[src/rename_config.svh]
// rename core sizing
`ifndef RENAME_CONFIG_SVH
`define RENAME_CONFIG_SVH

////////////////////////////////////////
// register counts
////////////////////////////////////////

// architectural registers seen by dispatch
`define NUM_ARCH_REG 32

// physical tags, arch set plus free pool
`define NUM_PHYS_REG 64

////////////////////////////////////////
// queues and requesters
////////////////////////////////////////

// in-flight instructions tracked for retirement
// kept below the free pool depth so the free list never drains
`define ROB_SIZE 16

// functional units competing for the broadcast bus
`define NUM_FU 5

`endif

[src/rename_pkg.sv]
// rename core types
`default_nettype none

`include "rename_config.svh"

package rename_pkg;

  ////////////////////////////////////////
  // register names
  ////////////////////////////////////////

  // architectural register index
  typedef logic [$clog2(`NUM_ARCH_REG)-1:0] arch_reg_t;

  // physical register tag
  typedef logic [$clog2(`NUM_PHYS_REG)-1:0] phys_reg_t;

  ////////////////////////////////////////
  // queue bookkeeping
  ////////////////////////////////////////

  // rob slot index
  typedef logic [$clog2(`ROB_SIZE)-1:0] rob_ptr_t;

  // rob occupancy, needs room for a full buffer
  typedef logic [$clog2(`ROB_SIZE+1)-1:0] rob_count_t;

  // one bit per completion requester
  typedef logic [`NUM_FU-1:0] fu_mask_t;

  // free list occupancy, 0 up to the whole free pool
  typedef logic [$clog2(`NUM_PHYS_REG-`NUM_ARCH_REG+1)-1:0] free_count_t;

endpackage

`default_nettype wire

[src/map_table.sv]
// register map table
`timescale 1ns/1ps
`default_nettype none

`include "rename_config.svh"

module map_table
  import rename_pkg::*;
(
  input  wire              clock,
  input  wire              reset,
  // dispatch lookups
  input  wire arch_reg_t   src_a_reg,
  input  wire arch_reg_t   src_b_reg,
  input  wire arch_reg_t   dest_reg,
  // dispatch write
  input  wire              dispatch_fire,
  input  wire phys_reg_t   new_tag,
  // broadcast
  input  wire              cdb_valid,
  input  wire phys_reg_t   cdb_tag,
  // renamed operands
  output phys_reg_t        tag_a,
  output phys_reg_t        tag_b,
  output phys_reg_t        tag_old,
  output logic             ready_a,
  output logic             ready_b
);

  // current tag of each arch register
  phys_reg_t map [`NUM_ARCH_REG];

  // value-available flag per physical tag
  logic [`NUM_PHYS_REG-1:0] ready_bits;

  ////////////////////////////////////////
  // lookups
  ////////////////////////////////////////

  // reads see the mapping before this cycle's dispatch
  // so a source equal to dest gets the old tag
  assign tag_a   = map[src_a_reg];
  assign tag_b   = map[src_b_reg];
  assign tag_old = map[dest_reg];

  // bypass a tag being broadcast right now
  assign ready_a = ready_bits[tag_a] | (cdb_valid && (cdb_tag == tag_a));
  assign ready_b = ready_bits[tag_b] | (cdb_valid && (cdb_tag == tag_b));

  ////////////////////////////////////////
  // updates
  ////////////////////////////////////////

  always_ff @(posedge clock) begin
    if (reset) begin
      // identity map, every tag holds a value
      for (int r = 0; r < `NUM_ARCH_REG; r++) begin
        map[r] <= phys_reg_t'(r);
      end
      ready_bits <= '1;
    end else begin
      // wake the broadcast tag
      if (cdb_valid) begin
        ready_bits[cdb_tag] <= 1'b1;
      end
      // new producer, value not there yet
      // (new tag comes off the free list, never the one on the bus)
      if (dispatch_fire) begin
        map[dest_reg]       <= new_tag;
        ready_bits[new_tag] <= 1'b0;
      end
    end
  end

endmodule

`default_nettype wire

[src/free_list.sv]
// physical tag free list
`timescale 1ns/1ps
`default_nettype none

`include "rename_config.svh"

module free_list
  import rename_pkg::*;
(
  input  wire              clock,
  input  wire              reset,
  // allocate on dispatch
  input  wire              pop,
  // release on retirement
  input  wire              push,
  input  wire phys_reg_t   push_tag,
  // next tag to hand out
  output phys_reg_t        head_tag
);

  // pool size is everything beyond the arch set
  localparam int FL_SIZE  = `NUM_PHYS_REG - `NUM_ARCH_REG;
  localparam int FL_PTR_W = $clog2(FL_SIZE);

  phys_reg_t           queue [FL_SIZE];
  logic [FL_PTR_W-1:0] head;
  logic [FL_PTR_W-1:0] tail;
  free_count_t         count;

  // oldest free tag
  assign head_tag = queue[head];

  ////////////////////////////////////////
  // circular queue
  ////////////////////////////////////////

  always_ff @(posedge clock) begin
    if (reset) begin
      // tags above the arch set, ascending
      for (int i = 0; i < FL_SIZE; i++) begin
        queue[i] <= phys_reg_t'(`NUM_ARCH_REG + i);
      end
      head  <= '0;
      // full queue, tail wrapped onto head
      tail  <= '0;
      count <= free_count_t'(FL_SIZE);
    end else begin
      if (pop) begin
        head <= head + 1'b1;
      end
      if (push) begin
        queue[tail] <= push_tag;
        tail        <= tail + 1'b1;
      end
      // push and pop together leave count alone
      case ({push, pop})
        2'b10:   count <= count + 1'b1;
        2'b01:   count <= count - 1'b1;
        default: count <= count;
      endcase
    end
  end

  ////////////////////////////////////////
  // checks
  ////////////////////////////////////////

  // rob depth below pool size keeps this from draining
  a_no_pop_empty: assert property (@(posedge clock) disable iff (reset)
    pop |-> (count != '0))
    else $error("free list popped while empty");

  // only retired old tags come back, never more than were taken
  a_no_push_full: assert property (@(posedge clock) disable iff (reset)
    push |-> (count != free_count_t'(FL_SIZE)))
    else $error("free list pushed while full");

endmodule

`default_nettype wire

[src/reorder_buffer.sv]
// reorder buffer
`timescale 1ns/1ps
`default_nettype none

`include "rename_config.svh"

module reorder_buffer
  import rename_pkg::*;
(
  input  wire              clock,
  input  wire              reset,
  // append at tail
  input  wire              dispatch_fire,
  input  wire arch_reg_t   dest_reg,
  input  wire phys_reg_t   new_tag,
  input  wire phys_reg_t   old_tag,
  // completion broadcast
  input  wire              cdb_valid,
  input  wire phys_reg_t   cdb_tag,
  // status and retirement
  output logic             full,
  output logic             retire_valid,
  output arch_reg_t        retire_reg,
  output phys_reg_t        retire_tag,
  output phys_reg_t        retire_tag_old
);

  // per-entry payload
  arch_reg_t entry_reg     [`ROB_SIZE];
  phys_reg_t entry_tag     [`ROB_SIZE];
  phys_reg_t entry_tag_old [`ROB_SIZE];

  // per-entry control
  logic [`ROB_SIZE-1:0] entry_valid;
  logic [`ROB_SIZE-1:0] entry_done;

  rob_ptr_t   head;
  rob_ptr_t   tail;
  rob_count_t count;

  ////////////////////////////////////////
  // status
  ////////////////////////////////////////

  assign full = (count == rob_count_t'(`ROB_SIZE));

  // oldest entry leaves once its result is in
  assign retire_valid   = entry_valid[head] & entry_done[head];
  assign retire_reg     = entry_reg[head];
  assign retire_tag     = entry_tag[head];
  assign retire_tag_old = entry_tag_old[head];

  ////////////////////////////////////////
  // payload
  ////////////////////////////////////////

  always_ff @(posedge clock) begin
    if (dispatch_fire) begin
      entry_reg[tail]     <= dest_reg;
      entry_tag[tail]     <= new_tag;
      entry_tag_old[tail] <= old_tag;
    end
  end

  ////////////////////////////////////////
  // control
  ////////////////////////////////////////

  always_ff @(posedge clock) begin
    if (reset) begin
      entry_valid <= '0;
      entry_done  <= '0;
      head        <= '0;
      tail        <= '0;
      count       <= '0;
    end else begin
      // tag match against every live entry
      // at most one can hold a given tag
      if (cdb_valid) begin
        for (int i = 0; i < `ROB_SIZE; i++) begin
          if (entry_valid[i] && (entry_tag[i] == cdb_tag)) begin
            entry_done[i] <= 1'b1;
          end
        end
      end
      // retire head
      if (retire_valid) begin
        entry_valid[head] <= 1'b0;
        head              <= head + 1'b1;
      end
      // new entry starts incomplete, overrides any stale mark above
      if (dispatch_fire) begin
        entry_valid[tail] <= 1'b1;
        entry_done[tail]  <= 1'b0;
        tail              <= tail + 1'b1;
      end
      case ({dispatch_fire, retire_valid})
        2'b10:   count <= count + 1'b1;
        2'b01:   count <= count - 1'b1;
        default: count <= count;
      endcase
    end
  end

  // top level must hold dispatch off while full
  a_no_dispatch_full: assert property (@(posedge clock) disable iff (reset)
    dispatch_fire |-> !full)
    else $error("dispatch into a full reorder buffer");

endmodule

`default_nettype wire

[src/complete_select.sv]
// completion select and CDB
`timescale 1ns/1ps
`default_nettype none

`include "rename_config.svh"

module complete_select
  import rename_pkg::*;
(
  input  wire                          clock,
  input  wire                          reset,
  // requests held until granted
  input  wire fu_mask_t                fu_request,
  input  wire phys_reg_t [`NUM_FU-1:0] fu_tag,
  // grant and broadcast
  output fu_mask_t                     fu_grant,
  output logic                         cdb_valid,
  output phys_reg_t                    cdb_tag
);

  // tag of the winning unit
  phys_reg_t sel_tag;

  ////////////////////////////////////////
  // fixed priority, lowest index wins
  ////////////////////////////////////////

  always_comb begin
    fu_grant = '0;
    sel_tag  = '0;
    // scan downward so a lower requester overwrites a higher one
    for (int i = `NUM_FU - 1; i >= 0; i--) begin
      if (fu_request[i]) begin
        fu_grant = fu_mask_t'(1 << i);
        sel_tag  = fu_tag[i];
      end
    end
  end

  ////////////////////////////////////////
  // registered broadcast
  ////////////////////////////////////////

  // one cycle per grant, unit drops its request after the edge
  always_ff @(posedge clock) begin
    if (reset) begin
      cdb_valid <= 1'b0;
    end else begin
      cdb_valid <= |fu_request;
    end
  end

  always_ff @(posedge clock) begin
    if (|fu_request) begin
      cdb_tag <= sel_tag;
    end
  end

  a_grant_onehot: assert property (@(posedge clock) disable iff (reset)
    $onehot0(fu_grant))
    else $error("more than one unit granted");

  a_grant_requested: assert property (@(posedge clock) disable iff (reset)
    (fu_grant & ~fu_request) == '0)
    else $error("grant to a unit with no request");

endmodule

`default_nettype wire

[src/rename_core.sv]
// rename and retire core
`timescale 1ns/1ps
`default_nettype none

`include "rename_config.svh"

module rename_core
  import rename_pkg::*;
(
  input  wire                          clock,
  input  wire                          reset,
  // dispatch request
  input  wire                          dispatch_valid,
  input  wire arch_reg_t               dest_reg,
  input  wire arch_reg_t               src_a_reg,
  input  wire arch_reg_t               src_b_reg,
  // completion requests
  input  wire fu_mask_t                fu_request,
  input  wire phys_reg_t [`NUM_FU-1:0] fu_tag,
  // dispatch results
  output logic                         dispatch_ready,
  output phys_reg_t                    tag_a,
  output phys_reg_t                    tag_b,
  output logic                         ready_a,
  output logic                         ready_b,
  output phys_reg_t                    tag_dest,
  output phys_reg_t                    tag_old,
  // completion
  output fu_mask_t                     fu_grant,
  output logic                         cdb_valid,
  output phys_reg_t                    cdb_tag,
  // retirement
  output logic                         retire_valid,
  output arch_reg_t                    retire_reg,
  output phys_reg_t                    retire_tag,
  output phys_reg_t                    retire_tag_old
);

  logic rob_full;
  logic dispatch_fire;

  ////////////////////////////////////////
  // dispatch handshake
  ////////////////////////////////////////

  // the free list cannot run dry first, so rob space is the only gate
  assign dispatch_ready = ~rob_full;
  assign dispatch_fire  = dispatch_valid & ~rob_full;

  ////////////////////////////////////////
  // blocks
  ////////////////////////////////////////

  map_table u_map_table (
    .clock         (clock),
    .reset         (reset),
    .src_a_reg     (src_a_reg),
    .src_b_reg     (src_b_reg),
    .dest_reg      (dest_reg),
    .dispatch_fire (dispatch_fire),
    .new_tag       (tag_dest),
    .cdb_valid     (cdb_valid),
    .cdb_tag       (cdb_tag),
    .tag_a         (tag_a),
    .tag_b         (tag_b),
    .tag_old       (tag_old),
    .ready_a       (ready_a),
    .ready_b       (ready_b)
  );

  // head is the new dest tag, retired old tags return here
  free_list u_free_list (
    .clock    (clock),
    .reset    (reset),
    .pop      (dispatch_fire),
    .push     (retire_valid),
    .push_tag (retire_tag_old),
    .head_tag (tag_dest)
  );

  reorder_buffer u_reorder_buffer (
    .clock          (clock),
    .reset          (reset),
    .dispatch_fire  (dispatch_fire),
    .dest_reg       (dest_reg),
    .new_tag        (tag_dest),
    .old_tag        (tag_old),
    .cdb_valid      (cdb_valid),
    .cdb_tag        (cdb_tag),
    .full           (rob_full),
    .retire_valid   (retire_valid),
    .retire_reg     (retire_reg),
    .retire_tag     (retire_tag),
    .retire_tag_old (retire_tag_old)
  );

  complete_select u_complete_select (
    .clock      (clock),
    .reset      (reset),
    .fu_request (fu_request),
    .fu_tag     (fu_tag),
    .fu_grant   (fu_grant),
    .cdb_valid  (cdb_valid),
    .cdb_tag    (cdb_tag)
  );

endmodule

`default_nettype wire

[config.mk]
export PLATFORM = sky130hd
export DESIGN_NAME = rename_core
export DESIGN_NICKNAME = d
export VERILOG_FILES = /design/src/rename_pkg.sv /design/src/map_table.sv /design/src/free_list.sv /design/src/reorder_buffer.sv /design/src/complete_select.sv /design/src/rename_core.sv
export VERILOG_INCLUDE_DIRS = /design/src
export SDC_FILE = /design/constraint.sdc
export NUM_CORES = 1
export LEC_CHECK = 0
export BUFFER_PORTS_ARGS = -buffer_cell sky130_fd_sc_hd__buf_2
export CAP_MARGIN = 40
export CORE_MARGIN = 4
export CORE_UTILIZATION = 32
export DETAILED_ROUTE_END_ITERATION = 8
export SYNTH_ARGS = -nofsm -noshare
export SYNTH_HDL_FRONTEND = slang
export SYNTH_SLANG_ARGS = --single-unit
[constraint.sdc]
create_clock -name clock -period 3.8 [get_ports clock]
set_clock_uncertainty 0.2 [all_clocks]
set_input_delay 0.19 -clock clock [delete_from_list [all_inputs] [get_ports clock]]
set_output_delay 0.19 -clock clock [all_outputs]
set_load 0.02 [all_outputs]
==> flow_summary.yaml <==
worst_setup_path:
  start_kind: "register"
  crit_path_max_fanout: 8
  critPathLaunch: "u_map_table.map[27][1]"
  cp.required_ps: 3410
  crit_type: "reg2out"
  worstPathArrival_ps: 3840
  endpoint_kind: "output pin"
routing:
  antenna_left: 0
  drt-total-wl_mm: 117
  vias: 26100
  drt_iter0_drc: 2888
  avgRoutedWirePerCell_um: 24.7
  drc_errors: 0
  drt_first_pass_iters: 6
  avgViaCountPerCell: 5.52
outcome:
  run_status: "complete, but fails checks"
  violations: "setup timing"
logic_synthesis:
  syn_area_um2: 39000
  synth-seq-area-share_pct: 57.6
  ys_seq_elements: 791
  yosysTopAreaCell: "edfxtp_1"
  synth_top_cell_area_share_pct: 51.0
  synthTopCellsByArea: "edfxtp_1 (51%), mux4_2 (16%), dfxtp_1 (6.6%), nor2_1 (3.4%), nand2_1 (3.3%)"
  synth_nets: 2919
  yosysWarnings: 0
  synth_ff_type: "edfxtp_1"
  avgSynthCellArea_um2: 13.7
  yosys.cell_count.top_type: "edfxtp_1"
  asyncSetResetFlopFracSynth_pct: 0
  synthTopCellsByCount: "edfxtp_1 (662), nor2_1 (353), nand2_1 (347), mux4_2 (275), clkbuf_1 (142)"
  syn_inst: 2849
  synth-edff-count: 662
  yosysUniqueCellTypes: 73
global_route:
  grt_pass1_vias: 25700
  grt_pass1_wl_mm: 173
  antenna_found_initial: 1
  overflow: 0
  grt_max_degree: 145
  grt_use_total_pct: 18.1
placement:
  place_worst_setup_slack_ps: -27.9
  hpwl_mm: 81.2
  place.gp.congestion: 0.901
  dpl.cell_count: 4537
  place_area_um2: 42400
  io_buffers: 109
timing:
  rsz0062_at_grt: "yes"
  tns_ps: -862
  setup_viol: 2
  fin_ws_ps: -433
  fin_crit_ps: 4230
  slew_headroom_pct: 38.9
  hold_viol: 0
  fmax_mhz: 236
  slew_violations: 0
  period_share_pct: 111
  tightestPinTransition_ps: 917
power_and_ir_drop:
  p_total_mw: 20.3
  power.density_nw_per_um2: 445
  ir_drop_mv: 0.394
  leakagePower_nw: 14.5
cells_and_area:
  stdcell_area_um2: 45700
  reg_top3: "u_free_list.queue: 192 flops, u_map_table.map: 192 flops"
  drive_gt1_share_pct: 25.3
  multi_input_area_um2: 15700
  stdcell_count: 4724
  final_nets: 3115
  fillCellCount: 11400
  syn_to_final_growth_pct: 17.0
  regArea_um2: 22500
clock_tree:
  cts_sinks: 791
  clk_path_buf_depth: 3
  cts_buffers: 82
  cts_root_buf: "clkbuf_16"
  cts_tree: "built"
  cts_max_level: 3
  path_clk_slew_ps: 60
  clock_insertion_delay_worst_skew_ps: 660
job:
  maxCapViolCount: 0
floorplan:
  design.core.area_um2: 120000
  die_w_um: 357
  die_y_um: 357
  die-area_um2: 128000
  io_pins: 110
  start_util_pct: 32.4
  rows: 127
min_path:
  worstHoldStart: "dest_reg[2]"
  hp-class: "in2reg"
-- stage by stage --
stage,hold slack (ps),utilization [%]
2_1_floorplan,88.9,-
3_3_place_gp,269,35.2
3_5_place_dp,283,35.2
4_1_cts,18.0,37.8
5_1_grt,27.1,37.9
6_report,58.9,37.9
-- power by group --
group | internal [mW] | total, mW | leakage (nW) | switching [mW]
clock network | 4.72 | 8.17 | 1.31 | 3.45
registers | 9.58 | 9.72 | 6.86 | 0.137
logic | 0.945 | 2.44 | 6.31 | 1.50
-- final timing paths --
path	to	slack [ps]	cells past startpoint
max	ready_b	-430	10
max reg2reg	u_map_table.ready_bits[28]	170	8
min	u_reorder_buffer.entry_reg[10][2]	60	2
min reg2reg	u_reorder_buffer.count[4]	300	2
-- layout make-up --
type | count | share of cell area (%)
clock inverter | 46 | 1.17
clock buffer | 104 | 4.79
timing repair buffer | 317 | 5.64
antenna | 1 | 0.00548
sequential | 791 | 49.2
inverter | 52 | 0.436
tap | 1612 | 4.42
multi-input combinational | 1801 | 34.3
-- logic make-up (layout without fill, tap and decap cells) --
kind of cell | count (synthesis) | in the layout | synth area share (%)
xor+xnor | 125 | 125 | 2.81
compound gates | 265 | 265 | 5.28
buf+inv | 257 | 519 | 2.90
fa+ha+maj | 17 | 17 | 0.545
other cells | 0 | 1 | 0
simple gates | 1019 | 1019 | 11.5
flops | 791 | 791 | 57.6
mux | 375 | 375 | 19.4
-- cell usage in the layout (no fill, tap or decap), drive strengths merged, types with 8 or more instances in the layout --
cell,netlist,layout
a211oi,11,11
a21oi,31,31
a22oi,35,35
a41oi,22,22
and2,12,12
buf,61,297
bufinv,0,9
clkbuf,144,106
clkinv,3,32
dfxtp,129,129
dlygate4sd3,0,18
edfxtp,662,662
ha,17,17
inv,49,52
mux2,21,21
mux2i,58,58
mux4,296,296
nand2,347,347
nand2b,58,58
nand3,93,93
nand3b,8,8
nand4,26,26
nor2,356,356
nor2b,14,14
nor3,57,57
o211ai,10,10
o21ai,48,48
o32a,61,61
or2,19,19
xnor2,76,76
xor2,49,49
-- critical path: stages (launching register included) --
cell      delay [ps]
edfxtp_1         440
mux4_4           630
mux4_2           530
mux2i_4          250
inv_4            120
nor2_4           160
a221oi_2          80
a22o_1           290
o41ai_2          320
o211ai_1         190
buf_4            200
-- per-layer routing --
| layer | track usage (%) | wire (um) |
|---|---|---|
| met2 | 29.4 | 55700 |
| met1 | 24.9 | 48100 |
| met3 | 2.77 | 9080 |
| met5 | 0 | 97 |
| met4 | 5.67 | 3610 |
-- repair_timing --
action,in CTS,in global routing
setup endpoints to repair,7,15
cloned,2,2
setup buffers,12,2
pin swaps,7,2
resized for setup,20,8
hold endpoints to repair,86,0
hold buffers,18,0
Note: power is estimated with default switching activity, not from simulation.
